`config.mk`:
```
export PLATFORM = sky130hd
export DESIGN_NAME = cacheCtlTop
export DESIGN_NICKNAME = d
export VERILOG_FILES = /design/src/source/cacheCtlPkg.sv /design/src/source/cacheCtlTop.sv /design/src/source/outcomeDiag.sv /design/src/source/lookupEvaluator.sv /design/src/source/cycleSequencer.sv /design/src/source/requestArbiter.sv
export VERILOG_INCLUDE_DIRS = /design/src /design/src/source
export SDC_FILE = /design/constraint.sdc
export NUM_CORES = 1
export LEC_CHECK = 0
export BUFFER_PORTS_ARGS = -buffer_cell sky130_fd_sc_hd__clkbuf_2
export CAP_MARGIN = 15
export CORE_MARGIN = 2
export CORE_UTILIZATION = 42
export DETAILED_ROUTE_END_ITERATION = 8
export GPL_TIMING_DRIVEN = 0
export PLACE_DENSITY_LB_ADDON = 0.2
export SYNTH_ARGS = -nofsm -noshare
export SYNTH_HDL_FRONTEND = slang
export SYNTH_SLANG_ARGS = --single-unit
```
`constraint.sdc`:
```
create_clock -name clk -period 1.36 [get_ports clk]
set_clock_uncertainty 0.05 [all_clocks]
set_input_delay 0.068 -clock clk [delete_from_list [all_inputs] [get_ports clk]]
set_output_delay 0.068 -clock clk [all_outputs]
set_load 0.02 [all_outputs]
```
`src/source/cacheCtl_defines.svh`:
```
`ifndef CACHE_CTL_DEFINES_SVH
`define CACHE_CTL_DEFINES_SVH

// Cache geometry
`define CACHE_WAYS 4

// Diagnostic readout
`define DIAG_SEL_W 3
`define DIAG_W 8

`endif
```
`src/source/cacheCtlPkg.sv`:
```
`default_nettype none

`include "cacheCtl_defines.svh"

package cacheCtlPkg;

  typedef logic [`CACHE_WAYS-1:0] wayVec_t;
  typedef logic [$clog2(`CACHE_WAYS)-1:0] wayIdx_t;
  typedef logic [`DIAG_SEL_W-1:0] diagSel_t;
  typedef logic [`DIAG_W-1:0] diagByte_t;

  typedef enum logic [2:0] {
    cycIdle,
    cycMb,
    cycChan,
    cycEbox,
    cycCca
  } cycleType_t;

  typedef enum logic [2:0] {
    tIdle,
    tT0,
    tT1,
    tT2,
    tT3
  } tState_t;

  typedef enum logic [3:0] {
    outNone,
    outReadHit,
    outCoreRead,
    outWriteHit,
    outWriteThrough,
    outAllocate,
    outWriteback,
    outChanHit,
    outChanMiss,
    outInvalidate,
    outSweepClean,
    outFill,
    outAborted
  } outcome_t;

  typedef struct packed {
    logic mbReq;
    logic chanReq;
    logic eboxReq;
    logic ccaReq;
  } request_t;

  // Held by the environment from grant to done
  typedef struct packed {
    wayVec_t wayMatch;
    wayVec_t wayWritten;
    wayVec_t wordValid;
    wayIdx_t lruWay;
    logic isWrite;
    logic cacheable;
  } lookup_t;

  typedef struct packed {
    outcome_t outcome;
    wayIdx_t victimWay;
    logic done;
  } result_t;

endpackage

`default_nettype wire

```
`src/source/cacheCtlTop.sv`:
```
`timescale 1ns/1ns
`default_nettype none

module cacheCtlTop (
  input  wire logic                   clk,
  input  wire logic                   rstN,
  input  wire cacheCtlPkg::request_t  req,
  input  wire logic                   coreBusy,
  input  wire logic                   eboxAbort,
  input  wire cacheCtlPkg::lookup_t   lookup,
  input  wire cacheCtlPkg::diagSel_t  diagSel,
  output cacheCtlPkg::result_t        result,
  output cacheCtlPkg::cycleType_t     cycleType,
  output logic                        readyToGo,
  output cacheCtlPkg::diagByte_t      diagByte
);

  cacheCtlPkg::cycleType_t grant;
  cacheCtlPkg::tState_t    tState;
  logic                    aborted;
  cacheCtlPkg::outcome_t   outcome;
  cacheCtlPkg::wayIdx_t    victimWay;

  requestArbiter u_requestArbiter (
    .clk       (clk),
    .rstN      (rstN),
    .req       (req),
    .coreBusy  (coreBusy),
    .readyToGo (readyToGo),
    .grant     (grant)
  );

  cycleSequencer u_cycleSequencer (
    .clk       (clk),
    .rstN      (rstN),
    .grant     (grant),
    .eboxAbort (eboxAbort),
    .cycleType (cycleType),
    .tState    (tState),
    .aborted   (aborted),
    .readyToGo (readyToGo)
  );

  lookupEvaluator u_lookupEvaluator (
    .cycleType (cycleType),
    .aborted   (aborted),
    .lookup    (lookup),
    .outcome   (outcome),
    .victimWay (victimWay)
  );

  outcomeDiag u_outcomeDiag (
    .clk       (clk),
    .rstN      (rstN),
    .tState    (tState),
    .cycleType (cycleType),
    .outcome   (outcome),
    .victimWay (victimWay),
    .lookup    (lookup),
    .diagSel   (diagSel),
    .result    (result),
    .diagByte  (diagByte)
  );

endmodule

`default_nettype wire

```
`src/source/outcomeDiag.sv`:
```
`timescale 1ns/1ns
`default_nettype none

`include "cacheCtl_defines.svh"

module outcomeDiag (
  input  wire logic                     clk,
  input  wire logic                     rstN,
  input  wire cacheCtlPkg::tState_t     tState,
  input  wire cacheCtlPkg::cycleType_t  cycleType,
  input  wire cacheCtlPkg::outcome_t    outcome,
  input  wire cacheCtlPkg::wayIdx_t     victimWay,
  input  wire cacheCtlPkg::lookup_t     lookup,
  input  wire cacheCtlPkg::diagSel_t    diagSel,
  output cacheCtlPkg::result_t          result,
  output cacheCtlPkg::diagByte_t        diagByte
);

  localparam int PadW = `DIAG_W - 6;

  // Decision captured leaving T2, done marks T3
  always_ff @(posedge clk) begin
    if (!rstN) begin
      result.outcome   <= cacheCtlPkg::outNone;
      result.victimWay <= '0;
      result.done      <= 1'b0;
    end else begin
      result.done <= (tState == cacheCtlPkg::tT2);
      if (tState == cacheCtlPkg::tT2) begin
        result.outcome   <= outcome;
        result.victimWay <= victimWay;
      end
    end
  end

  always_comb begin
    case (diagSel)
      3'd0: diagByte = {{PadW{1'b0}}, tState, cycleType};
      3'd1: diagByte = {lookup.wayWritten, lookup.wayMatch};
      3'd2: diagByte = {{PadW{1'b0}}, lookup.lruWay, lookup.wordValid};
      // Last outcome and victim
      3'd3: diagByte = {{PadW{1'b0}}, result.victimWay, result.outcome};
      default: diagByte = '0;
    endcase
  end

endmodule

`default_nettype wire

```
`src/source/lookupEvaluator.sv`:
```
`timescale 1ns/1ns
`default_nettype none

module lookupEvaluator (
  input  wire cacheCtlPkg::cycleType_t  cycleType,
  input  wire logic                     aborted,
  input  wire cacheCtlPkg::lookup_t     lookup,
  output cacheCtlPkg::outcome_t         outcome,
  output cacheCtlPkg::wayIdx_t          victimWay
);

  logic anyValidMatch;
  logic readFound;
  logic anyWrittenMatch;
  logic lruWritten;

  // Four-way reductions
  assign anyValidMatch   = |lookup.wayMatch;
  assign readFound       = |(lookup.wayMatch & lookup.wordValid);
  assign anyWrittenMatch = |(lookup.wayMatch & lookup.wayWritten);
  assign lruWritten      = lookup.wayWritten[lookup.lruWay];

  // Lowest matching way, else the LRU way
  always_comb begin
    victimWay = lookup.lruWay;
    for (int i = $bits(lookup.wayMatch) - 1; i >= 0; i--) begin
      if (lookup.wayMatch[i]) begin
        victimWay = cacheCtlPkg::wayIdx_t'(i);
      end
    end
  end

  always_comb begin
    outcome = cacheCtlPkg::outNone;
    if (aborted) begin
      outcome = cacheCtlPkg::outAborted;
    end else begin
      case (cycleType)
        cacheCtlPkg::cycMb: begin
          outcome = cacheCtlPkg::outFill;
        end
        cacheCtlPkg::cycChan: begin
          outcome = anyValidMatch ? cacheCtlPkg::outChanHit : cacheCtlPkg::outChanMiss;
        end
        cacheCtlPkg::cycCca: begin
          if (anyWrittenMatch) begin
            outcome = cacheCtlPkg::outWriteback;
          end else if (anyValidMatch) begin
            outcome = cacheCtlPkg::outInvalidate;
          end else begin
            outcome = cacheCtlPkg::outSweepClean;
          end
        end
        cacheCtlPkg::cycEbox: begin
          if (!lookup.isWrite) begin
            if (readFound) begin
              outcome = cacheCtlPkg::outReadHit;
            end else if (anyValidMatch || !lookup.cacheable) begin
              outcome = cacheCtlPkg::outCoreRead;
            end else if (lruWritten) begin
              outcome = cacheCtlPkg::outWriteback;
            end else begin
              outcome = cacheCtlPkg::outCoreRead;
            end
          end else begin
            if (anyValidMatch) begin
              outcome = cacheCtlPkg::outWriteHit;
            end else if (!lookup.cacheable) begin
              outcome = cacheCtlPkg::outWriteThrough;
            end else if (lruWritten) begin
              outcome = cacheCtlPkg::outWriteback;
            end else begin
              outcome = cacheCtlPkg::outAllocate;
            end
          end
        end
        default: begin
          outcome = cacheCtlPkg::outNone;
        end
      endcase
    end
  end

endmodule

`default_nettype wire

```
`src/source/cycleSequencer.sv`:
```
`timescale 1ns/1ns
`default_nettype none

module cycleSequencer (
  input  wire logic                     clk,
  input  wire logic                     rstN,
  input  wire cacheCtlPkg::cycleType_t  grant,
  input  wire logic                     eboxAbort,
  output cacheCtlPkg::cycleType_t       cycleType,
  output cacheCtlPkg::tState_t          tState,
  output logic                          aborted,
  output logic                          readyToGo
);

  // Cycle type and timing chain
  always_ff @(posedge clk) begin
    if (!rstN) begin
      cycleType <= cacheCtlPkg::cycIdle;
      tState    <= cacheCtlPkg::tIdle;
      aborted   <= 1'b0;
    end else begin
      case (tState)
        cacheCtlPkg::tIdle: begin
          if (grant != cacheCtlPkg::cycIdle) begin
            cycleType <= grant;
            tState    <= cacheCtlPkg::tT0;
            aborted   <= 1'b0;
          end
        end
        cacheCtlPkg::tT0: begin
          tState <= cacheCtlPkg::tT1;
        end
        cacheCtlPkg::tT1: begin
          tState <= cacheCtlPkg::tT2;
          // Only an EBOX cycle can be aborted
          if (cycleType == cacheCtlPkg::cycEbox && eboxAbort) begin
            aborted <= 1'b1;
          end
        end
        cacheCtlPkg::tT2: begin
          tState <= cacheCtlPkg::tT3;
        end
        cacheCtlPkg::tT3: begin
          tState    <= cacheCtlPkg::tIdle;
          cycleType <= cacheCtlPkg::cycIdle;
        end
        default: begin
          tState    <= cacheCtlPkg::tIdle;
          cycleType <= cacheCtlPkg::cycIdle;
        end
      endcase
    end
  end

  assign readyToGo = (tState == cacheCtlPkg::tIdle);

endmodule

`default_nettype wire

```
`src/source/requestArbiter.sv`:
```
`timescale 1ns/1ns
`default_nettype none

module requestArbiter (
  input  wire logic                   clk,
  input  wire logic                   rstN,
  input  wire cacheCtlPkg::request_t  req,
  input  wire logic                   coreBusy,
  input  wire logic                   readyToGo,
  output cacheCtlPkg::cycleType_t     grant
);

  logic mbReqQ;
  logic eboxReqEn;

  // Memory buffer request arrives through a flop
  always_ff @(posedge clk) begin
    if (!rstN) begin
      mbReqQ <= 1'b0;
    end else begin
      mbReqQ <= req.mbReq;
    end
  end

  // Core busy holds off the EBOX only
  assign eboxReqEn = ~coreBusy;

  always_comb begin
    grant = cacheCtlPkg::cycIdle;
    if (readyToGo) begin
      if (mbReqQ) begin
        grant = cacheCtlPkg::cycMb;
      end else if (req.chanReq) begin
        grant = cacheCtlPkg::cycChan;
      end else if (req.eboxReq && eboxReqEn) begin
        grant = cacheCtlPkg::cycEbox;
      end else if (req.ccaReq) begin
        grant = cacheCtlPkg::cycCca;
      end
    end
  end

endmodule

`default_nettype wire

```
---- After elaboration in Yosys (flattened, before gate mapping) ----
Index checks and enable logic that the tools add are counted.
storage, ports and cells
  register bits ........................... 15
  input bits .............................. 27
  word-level logic and storage cells ...... 69
operators by class
  $lt $le $gt $ge ......................... 1
  eq/ne operators ......................... 12
  muxes and demuxes ....................... 31
  bitwise logic cells ..................... 4
  reduce and logical (&&, ||, !) cells .... 14
operators with widths
  kind                  count
  $mux W4               8
  $pmux W8 S4           1
  $mux W3               8
  $eq A3 B2 Y1 const B  6
  $pmux W4 S4           1
  $mux W2               6
  $pmux W3 S4           1
  $reduce_or A4 Y1      3
  $eq A3 B1 Y1 const B  3
  $and A4 B4 Y4         2
  $logic_not A3 Y1      2
  $pmux W3 S2           1
  $ne A2 B1 Y1 const B  2
  $eq A3 B3 Y1 const B  1
  $lt A2 B3 Y1 const B  1
  $mux W1               3
  $reduce_and A3 Y1     1
  $reduce_bool A3 Y1    1
  $reduce_or A3 Y1      1
  $bmux W1 S2           1
  $logic_and A1 B1 Y1   2
  $not A1 Y1            2
  $pmux W1 S2           1
  $reduce_and A2 Y1     1
  3 further kinds       3

---- Depth between registers and ports, before layout ----
Gate-level depths: netlist (run 1).
  depth after elaboration ................. 9
  gate-level depth with buffers ........... 6
  depth with buffers taken out ............ 4

---- Hierarchy ----
Synthesis (run 1) repeated with hierarchy kept, for this count alone.
unflattened totals
  cells, all modules ...................... 139
  area, all modules ....................... 1161.1 um2
by module, submodules not included
  module           times used  cells each  area an instance (um2)  sequential area each (um2)
  outcomeDiag      1           55          498.0                   140.1
  cycleSequencer   1           31          282.8                   140.1
  lookupEvaluator  1           42          282.8                   0.0
  requestArbiter   1           11          97.6                    20.0

---- Least setup slack after synthesis (run 1) ----
OpenSTA, ideal clock, no wires.
  kind .................................... reg-to-reg
  start ................................... register u_cycleSequencer.cycleType[2]
  end ..................................... register u_outcomeDiag.result[3] (netlist name)
  setup time .............................. 0.081 ns
  arrival time ............................ 1.490 ns
  required time ........................... 1.229 ns
  slack ................................... -0.261 ns
  stages on the path, launching flop included .. 4
  clock period less this slack ............ 1.621 ns
  cell sequence ........................... dfxtp_1 or3b_1 or3_1 a41oi_1
on the way
  longest elaborated chain between the ends .. 3
RTL lines
  element                               line                   source
  from (decl)                           cycleSequencer.sv:9    output cacheCtlPkg::cycleType_t cycleType,
  from (signal assigned)                cycleSequencer.sv:18   cycleType <= cacheCtlPkg::cycIdle;
  from (signal assigned)                cycleSequencer.sv:25   cycleType <= grant;
  from (signal assigned)                cycleSequencer.sv:45   cycleType <= cacheCtlPkg::cycIdle;
  $eq A3 B2 Y1 (tied with other cells)  lookupEvaluator.sv:38  case (cycleType)
  $pmux W4 S4 (*)                       lookupEvaluator.sv:38
  $mux W4 (*)                           lookupEvaluator.sv:35  if (aborted) begin
Mark *: on every way between the ends. The rest lies on a longest branch, timed or not.
A chain may end at the register's enable or synchronous reset.

---- Final worst setup path (run 1) ----
  start ................................... register u_cycleSequencer.tState[2]
  end ..................................... register u_outcomeDiag.result[5] (netlist name)
on the way
  longest elaborated chain between the ends .. 1
RTL lines
  element                 line                  source
  from (decl)             cycleSequencer.sv:10  output cacheCtlPkg::tState_t tState,
  from (signal assigned)  cycleSequencer.sv:19  tState <= cacheCtlPkg::tIdle;
  from (signal assigned)  cycleSequencer.sv:26  tState <= cacheCtlPkg::tT0;
  from (signal assigned)  cycleSequencer.sv:31  tState <= cacheCtlPkg::tT1;
  $eq A3 B2 Y1            outcomeDiag.sv:29     if (tState == cacheCtlPkg::tT2) begin
Every way passes these cells.

==> results of run 1 <==
synth_stat cells, types with 4 or more instances:
| master | number | area, um^2 |
|---|---|---|
| nor2_1 | 11 | 41.3 |
| a22oi_1 | 4 | 30.0 |
| clkbuf_1 | 4 | 15.0 |
| o21ai_0 | 7 | 35.0 |
| mux4_2 | 6 | 135 |
| a21oi_1 | 11 | 55.1 |
| and2_1 | 4 | 25.0 |
| dfxtp_1 | 15 | 300 |
| a211oi_1 | 4 | 30.0 |
| nor2b_1 | 8 | 50.1 |
| nand3b_1 | 5 | 37.5 |
| nand2_1 | 4 | 15.0 |
cell type report:
| class | instances | area share |
|---|---|---|
| multi-input cells | 96 | 0.495 |
| repair buffers | 68 | 0.259 |
| flip-flops and latches | 15 | 0.188 |
| well taps | 30 | 0.0214 |
| clock buffers | 3 | 0.0128 |
| plain buffers | 3 | 0.0128 |
| inverters | 4 | 0.00854 |
| clock inverters | 1 | 0.00285 |
per-layer routing:
layer / wire (um) / up-vias / track usage
met3: 288 / 4 / 0.0194
met5: 0 / - / 0
met4: 46 / 0 / 0.0750
li1: - / 605 / -
met2: 1750 / 62 / 0.437
met1: 1410 / 598 / 0.305
worst max-delay path: cells and delay by family, from the launching register on:
| kind | cells | cell delay (ns) |
|---|---|---|
| multiplexers | 1 | 0.37 |
| flip-flops | 1 | 0.36 |
| AND/OR/NAND/NOR | 1 | 0.28 |
| AO/OA/AOI/OAI | 2 | 0.24 |
| buffers and inverters | 1 | 0.11 |
logic make-up after synthesis:
logic type | after synthesis | share of synthesized area
flip-flops | 15 | 0.285
AND/OR/NAND/NOR | 49 | 0.274
XOR/XNOR | 1 | 0.00832
AO/OA/AOI/OAI | 38 | 0.235
buffers and inverters | 9 | 0.0332
multiplexers | 8 | 0.164
metrics by stage:
step	cells	setup WS [ns]	utilization	total power, mW
2_1_floorplan	120	-0.0511	-	0.735
3_3_place_gp	193	-0.331	0.548	0.856
3_5_place_dp	193	-0.406	0.548	0.864
4_1_cts	217	-0.151	0.676	1.23
5_1_grt	220	-0.212	0.723	1.36
6_report	220	-0.162	0.723	1.28
registers in the layout, indices dropped and copies added, names as in the netlist:
register                    flops
u_cycleSequencer.cycleType      3
u_cycleSequencer.aborted        1
u_requestArbiter.mbReqQ         1
u_outcomeDiag.result            7
u_cycleSequencer.tState         3
report_power, final:
part	switching, mW	internal (mW)
registers	0.0246	0.464
logic	0.266	0.278
clock network	0.142	0.109
repair_timing:
action	4_1_cts	5_1_grt
pin swaps	8	4
resized for setup	42	31
setup buffers	19	5
gates cloned	1	0
hold buffers	2	0
endpoints found under the setup margin	13	18
hold endpoints to repair	2	0
how the worst max path moves through the flow:
| stage | startpoint | to | cells past startpoint |
|---|---|---|---|
| 6_report | u_cycleSequencer.tState[2] | u_outcomeDiag.result[5] | 5 |
| 5_1_grt | u_cycleSequencer.tState[2] | u_outcomeDiag.result[5] | 5 |
| 4_1_cts | u_cycleSequencer.tState[1] | diagByte[4] | 3 |
| 3_5_place_dp | lookup[15] | u_outcomeDiag.result[3] | 5 |
| 3_3_place_gp | lookup[15] | u_outcomeDiag.result[3] | 5 |
| 2_1_floorplan | u_cycleSequencer.cycleType[2] | u_outcomeDiag.result[3] | 3 |
==> run metrics, run 1 <==
H-tree Lvls=1; Netlist cell types=40; Syn Nets=147; layout cell share with drive strength beyond 1=0.626; gp weighted congestion=0.923; CTS tree=yes; core footprint=2430 um^2; synthesized cell area=1050 um^2; IO Pins=46; crit path DAT=1.64 ns; endpoints failing hold=0; Seq/Total Area, Yosys=0.285; worst-margin pin slew=0.685 ns; worst-skew pair later-pin latency=0.28 ns; Multi-input gate area=870 um^2; Synth Warn #=0; final worst-path cycle share=1.12; R2R Path End=u_outcomeDiag.result[5]; violated checks=setup timing; I/O Buffers=43; total negative setup slack=-1.47 ns; hold_sp=rstN; Core Rows=18; leakage=0.752 nW; Design Area, Final=1760 um^2; critical path's slowest cell=mux2_4; prevailing post-synth register cell=dfxtp_1; final setup fails=13; gr usage total=0.243; WHS Endpoint=u_outcomeDiag.result[3]; RSZ-0062 raised after global routing=yes; largest net degree at the start of global routing=11; status=complete, but fails checks; Die H=54.1 um; # DRC=0; antenna diode count=0; crit-path cells=buf_6 > nand3b_1 > mux2_4 > a211oi_2 > a21oi_1; crit path max fanout=5; Worst R2R Start=u_cycleSequencer.tState[2]; CP Capture Type=flip-flop; CP max stage delay=0.37 ns; Fillers=194; Final Max Slew Viols=0; Post-DRT Antenna Nets=0; required time of the critical path=1.48 ns; #FFs+latches synth=15; commonest non-fill, non-tap cell in the layout=clkbuf_2; CTS Root Cell=clkbuf_4; area grow syn2layout=66.9%; most frequent cells in the layout=clkbuf_2, buf_4, nor2_1, a21oi_1, buf_6; crit path kind=reg -> reg; Hold Crit Class=in -> reg; max capacitance violation total=0; initial antenna violation count=0; Async SR Flop Fraction=0; Max clock buf depth=2; nets@finish=218; Vias per Instance=5.77; drt first pass iters=4; crit start category=flip-flop; VDD IR max=861 uV; dpl hpwl=2.25 mm; Hold Path Depth=3; placed cell areas=1330 um^2; global route overflow=0; syn avg cell area=8.78 um^2; Reg2Reg Depth=5; CTS sink cnt=15; clk slew on worst S/H paths=0.09 ns; wire per inst=15.9 um; cells after synthesis=120; Inserted Clock Buffers=3; Fin Hold WS=0.0257 ns; Initial Utilization=0.433; pwr dens=730 nW/um^2; vias in the first global route=1150; first-pass GRT wire length=5.11 mm; number of synthesized flops with an enable pin=0; minimum clock period=1.52 ns; initial DRC count=38; Die Wd=54.1 um; Peak Freq=657 MHz; via count=1269; Max-Slew Margin vs Limit=0.540; DIE AREA=2930 um^2; Worst R2R Setup Slack=-0.16 ns; Total Wirelength=3.49 mm; register area=330 um^2; final worst setup slack=-0.162 ns
No activity file was read; power rests on OpenSTA's default activity.
==> run 2, diff against run 1 <==
--- a/config.mk
+++ b/config.mk
@@ -11,7 +11,7 @@
 export CORE_MARGIN = 2
 export CORE_UTILIZATION = 42
 export DETAILED_ROUTE_END_ITERATION = 8
-export GPL_TIMING_DRIVEN = 0
+export GPL_TIMING_DRIVEN = 1
 export PLACE_DENSITY_LB_ADDON = 0.2
 export SYNTH_ARGS = -nofsm -noshare
 export SYNTH_HDL_FRONTEND = slang
==> run metrics, run 2 (synthesis gave the netlist of run 1 again) <==
combinational share of power=0.428 (was 0.424); gp weighted congestion=0.872 (was 0.923); Tot Pwr=1.29 mW (was 1.28 mW); Inserted Clock Buffers=3 (unchanged); crit start category=flip-flop (unchanged); crit path kind=reg -> out (was reg -> reg); CTS tree=yes (unchanged); CTS Root Cell=clkbuf_4 (unchanged); status=complete, but fails checks (unchanged); Peak Freq=634 MHz (was 657 MHz); Biggest register=u_outcomeDiag.result (unchanged); Reg2Reg Depth=3 (was 5); crit path DAT=1.46 ns (was 1.64 ns); initial DRC count=45 (was 38); H-tree Lvls=1 (unchanged); Die Wd=54.1 um (unchanged); Initial Utilization=0.433 (unchanged); Max-Slew Margin vs Limit=0.789 (was 0.540); first-pass GRT wire length=5.04 mm (was 5.11 mm); worst-margin pin slew=0.313 ns (was 0.685 ns); Reg power frac=0.375 (was 0.380); Worst R2R Setup Slack=-0.07 ns (was -0.16 ns); Final Max Slew Viols=0 (unchanged); minimum clock period=1.58 ns (was 1.52 ns); antenna diode count=0 (unchanged); violated checks=setup timing (unchanged); Sw Ratio=0.331 (was 0.337); P_int=861 uW (was 851 uW); IO Pins=46 (unchanged); wire per inst=16.1 um (was 15.9 um); commonest non-fill, non-tap cell in the layout=clkbuf_2 (unchanged); Critical path origin=u_cycleSequencer.tState[2] (unchanged); clk slew on worst S/H paths=0.09 ns (about the same); gr usage total=0.244 (was 0.243); Die H=54.1 um (unchanged); Final Non-Filler Cells=220 (unchanged); CTS sink cnt=15 (unchanged); core footprint=2430 um^2 (unchanged); final design utilization=0.701 (was 0.723); Hold Crit Class=in -> reg (unchanged); required time of the critical path=1.24 ns (was 1.48 ns); # DRC=0 (unchanged); crit path to=diagByte[5] (was u_outcomeDiag.result[5]); pwr dens=755 nW/um^2 (was 730 nW/um^2); vias in the first global route=1145 (was 1150); largest registers=u_outcomeDiag.result x7, u_cycleSequencer.cycleType x3, u_cycleSequencer.tState x3 (unchanged); final worst setup slack=-0.217 ns (was -0.162 ns); leakage=0.737 nW (was 0.752 nW); Core Rows=18 (unchanged); largest net degree at the start of global routing=11 (unchanged); most frequent cells in the layout=clkbuf_2, buf_4, a21oi_1, nor2_1, buf_6 (was clkbuf_2, buf_4, nor2_1, a21oi_1, buf_6); Net Switching=426 uW (was 433 uW); max capacitance violation total=0 (unchanged); drt first pass iters=7 (was 4); RSZ-0062 raised after global routing=yes (unchanged); endpoints failing hold=0 (unchanged); nets@finish=218 (unchanged); Vias per Instance=5.68 (was 5.77); area grow syn2layout=61.8% (was 66.9%); global route overflow=0 (unchanged); final worst-path cycle share=1.16 (was 1.12); initial antenna violation count=0 (unchanged); crit path max fanout=2 (was 5); Post-DRT Antenna Nets=0 (unchanged); max FFs per register=7 (unchanged); final setup fails=8 (was 13); Worst R2R Start=u_cycleSequencer.cycleType[2] (was u_cycleSequencer.tState[2]); Clk network pwr share=0.197 (was 0.196); dpl hpwl=2.54 mm (was 2.25 mm); I/O Buffers=45 (was 43); layout cell share with drive strength beyond 1=0.563 (was 0.626); R2R Path End=u_outcomeDiag.result[3] (was u_outcomeDiag.result[5]); DIE AREA=2930 um^2 (unchanged); Max clock buf depth=2 (unchanged); CP Capture Type=output port (was flip-flop); via count=1249 (was 1269); VDD IR max=711 uV (was 861 uV); Total Wirelength=3.54 mm (was 3.49 mm); Cells after DPL=204 (was 193); worst-skew pair later-pin latency=0.28 ns (about the same)
==> run 2: cell count changes in the layout (fill, tap and decap cells not counted), sizes merged <==
cell,before,now
buf,30,32
clkinv,2,1
dlygate4sd3,2,1
==> run 2: cell type report <==
type,instances,area [um^2]
multi-input combinational,96,828
fill,197,728
timing repair buffer,71,485
sequential,15,312
tap,30,37.5
clock buffer,4,26.3
inverter,4,15.0
==> run 2: metal layers <==
| layer | vias up | share of wire | global-route usage | wire length, um |
|---|---|---|---|---|
| li1 | 607 | - | - | - |
| met2 | 51 | 0.50 | 0.407 | 1770 |
| met1 | 583 | 0.43 | 0.306 | 1510 |
| met5 | - | 0 | 0 | 0 |
| met3 | 8 | 0.060 | 0.0472 | 212 |
| met4 | 0 | 0.014 | 0.104 | 50 |
==> run 2: stage by stage <==
| step | TNS [ns] | hold WS [ns] | cell area [um^2] | setup WS (ns) |
|---|---|---|---|---|
| floorplan | -0.0559 | 0.140 | 1080 | -0.0511 |
| global placement | 0 | 0.232 | 1420 | 0.00696 |
| detailed placement | -0.0857 | 0.232 | 1420 | -0.0692 |
| CTS | -1.36 | 0.00258 | 1600 | -0.236 |
| global route | -1.76 | 0.0220 | 1700 | -0.259 |
| finish | -1.28 | 0.0160 | 1700 | -0.217 |
==> run 2: how the worst min path moves through the flow <==
stage                     startpoint                             to  depth (start not counted)
final                         req[0]  u_cycleSequencer.cycleType[2]                          3
after floorplan                 rstN        u_requestArbiter.mbReqQ                          1
after CTS                     req[0]  u_cycleSequencer.cycleType[2]                          3
after global routing          req[0]  u_cycleSequencer.cycleType[2]                          3
after detailed placement      req[3]        u_requestArbiter.mbReqQ                          2
after global placement        req[3]        u_requestArbiter.mbReqQ                          2
==> run 2: power by group through the flow <==
stage / sequential (mW) / combinational (mW) / clock [mW]
after floorplan: 0.510 / 0.226 / 0
after global placement: 0.489 / 0.408 / 0
after detailed placement: 0.490 / 0.420 / 0
after CTS: 0.481 / 0.488 / 0.264
after global routing: 0.485 / 0.590 / 0.283
final: 0.483 / 0.551 / 0.254
==> run 2: what timing repair did <==
item                                    CTS  global route
gates cloned                              0             0
endpoints found under the hold margin     1             0
buffers inserted                         10             1
pin swaps                                 1            10
gates resized for setup                  23            31
endpoints found under the setup margin    9            15
hold buffers                              1             0
==> run 2: critical path, stage by stage, from the launching register on <==
cell and delay [ns]:
dfxtp_2 0.34, buf_6 0.12, mux4_2 0.45, nor2b_4 0.14, buf_6 0.13
==> run 3, diff against run 2 <==
--- a/config.mk
+++ b/config.mk
@@ -13,6 +13,7 @@
 export DETAILED_ROUTE_END_ITERATION = 8
 export GPL_TIMING_DRIVEN = 1
 export PLACE_DENSITY_LB_ADDON = 0.2
+export SKIP_CTS_REPAIR_TIMING = 1
 export SYNTH_ARGS = -nofsm -noshare
 export SYNTH_HDL_FRONTEND = slang
 export SYNTH_SLANG_ARGS = --single-unit
==> run metrics, run 3 (synthesis gave the netlist of run 1 again) <==
Core Rows=18 (unchanged); CTS tree=yes (unchanged); Peak Freq=630 MHz (was 634 MHz); antenna diode count=0 (unchanged); Final Non-Filler Cells=222 (was 220); Worst R2R Setup Slack=-0.06 ns (was -0.07 ns); largest registers=u_outcomeDiag.result x7, u_cycleSequencer.cycleType x3, u_cycleSequencer.tState x3 (unchanged); Hold Crit Class=in -> reg (unchanged); first-pass GRT wire length=4.74 mm (was 5.04 mm); via count=1311 (was 1249); Biggest register=u_outcomeDiag.result (unchanged); CTS Root Cell=clkbuf_4 (unchanged); CTS sink cnt=15 (unchanged); Total Wirelength=3.80 mm (was 3.54 mm); worst-margin pin slew=0.339 ns (was 0.313 ns); global route overflow=0 (unchanged); Die Wd=54.1 um (unchanged); leakage=0.771 nW (was 0.737 nW); required time of the critical path=1.24 ns (about the same); crit path max fanout=4 (was 2); Vias per Instance=5.91 (was 5.68); layout cell share with drive strength beyond 1=0.573 (was 0.563); Inserted Clock Buffers=3 (unchanged); vias in the first global route=1037 (was 1145); # DRC=0 (unchanged); crit start category=flip-flop (unchanged); Place WS=-0.0692 ns (unchanged); area grow syn2layout=68.2% (was 61.8%); worst-skew pair later-pin latency=0.28 ns (about the same); crit path buf inv count=2 (unchanged); H-tree Lvls=1 (unchanged); status=complete, but fails checks (unchanged); core footprint=2430 um^2 (unchanged); Cells after DPL=204 (unchanged); violated checks=setup timing (unchanged); wire per inst=17.1 um (was 16.1 um); pwr dens=758 nW/um^2 (was 755 nW/um^2); Most common cell on crit path=buf_6 (unchanged); crit path kind=reg -> out (unchanged); Post-DRT Antenna Nets=0 (unchanged); Top Family by Delay on Critical Path=multiplexers (unchanged); commonest non-fill, non-tap cell in the layout=clkbuf_2 (unchanged); Final Max Slew Viols=0 (unchanged); Tot Pwr=1.34 mW (was 1.29 mW); endpoints failing hold=0 (unchanged); max FFs per register=7 (unchanged); placed cell areas=1420 um^2 (unchanged); final worst-path cycle share=1.17 (was 1.16); critical path's slowest cell=mux4_2 (unchanged); drt first pass iters=4 (was 7); crit path DAT=1.47 ns (was 1.46 ns); Die H=54.1 um (unchanged); I/O Buffers=45 (unchanged); nets@finish=220 (was 218); max capacitance violation total=0 (unchanged); most frequent cells in the layout=clkbuf_2, buf_4, buf_6, a21oi_1, nor2_1 (was clkbuf_2, buf_4, a21oi_1, nor2_1, buf_6); DIE AREA=2930 um^2 (unchanged); initial DRC count=23 (was 45); largest net degree at the start of global routing=11 (unchanged); IO Pins=46 (unchanged); gp weighted congestion=0.872 (unchanged); Max clock buf depth=2 (unchanged); crit-path cells=buf_6 > mux4_2 > nor2b_4 > buf_6 (unchanged); CP Capture Type=output port (unchanged); final worst setup slack=-0.227 ns (was -0.217 ns); Max-Slew Margin vs Limit=0.774 (was 0.789); initial antenna violation count=0 (unchanged); Initial Utilization=0.433 (unchanged); RSZ-0062 raised after global routing=yes (unchanged); CP max stage delay=0.45 ns (about the same); dpl hpwl=2.54 mm (unchanged); clk slew on worst S/H paths=0.09 ns (about the same); Design Area, Final=1770 um^2 (was 1700 um^2); final setup fails=11 (was 8); minimum clock period=1.59 ns (was 1.58 ns); gr usage total=0.231 (was 0.244); VDD IR max=774 uV (was 711 uV)
run 3: changes by cell type in the layout (fill, tap and decap cells not counted), sizes merged:
| cell | delta |
|---|---|
| buf | +2 |
run 3: layout make-up:
type	count	area, um^2
inverters	4	15.0
repair buffers	73	512
multi-input cells	96	870
well taps	30	37.5
flip-flops and latches	15	312
clock buffers	4	26.3
fillers	180	661
run 3: report_power, final:
part	switching (mW)	internal, mW	leakage, nW
Clock	0.141	0.114	0.0150
Sequential	0.0186	0.465	0.125
Combinational	0.288	0.315	0.630
Total	0.448	0.894	0.771
run 3: routing by layer:
layer,share of wire,vias to the layer above,track usage
met4,0.012,0,0.0625
met2,0.51,77,0.396
met1,0.40,617,0.301
li1,-,611,-
met3,0.081,6,0.0361
met5,0,-,0
run 3: final timing paths:
| kind | start | to | cells after the start |
|---|---|---|---|
| hold reg to reg | u_outcomeDiag.result[2] | u_outcomeDiag.result[2] | 2 |
| setup reg to reg | u_cycleSequencer.cycleType[2] | u_outcomeDiag.result[3] | 3 |
| setup / recovery | u_cycleSequencer.tState[2] | diagByte[5] | 4 |
| hold / removal | req[0] | u_cycleSequencer.cycleType[2] | 3 |
run 3: worst min-delay path, cell delays in order:
cell and delay, ns:
clkbuf_2 0.11, nand3_1 0.07, a21oi_1 0.06
run 3: through the flow:
stage	TNS (ns)	util	hold WS, ns
2_1_floorplan	-0.0559	-	0.140
3_3_place_gp	0	0.584	0.232
3_5_place_dp	-0.0857	0.584	0.232
4_1_cts	-1.65	0.595	-0.0722
5_1_grt	-2.11	0.728	0.0312
6_report	-1.44	0.728	0.0215
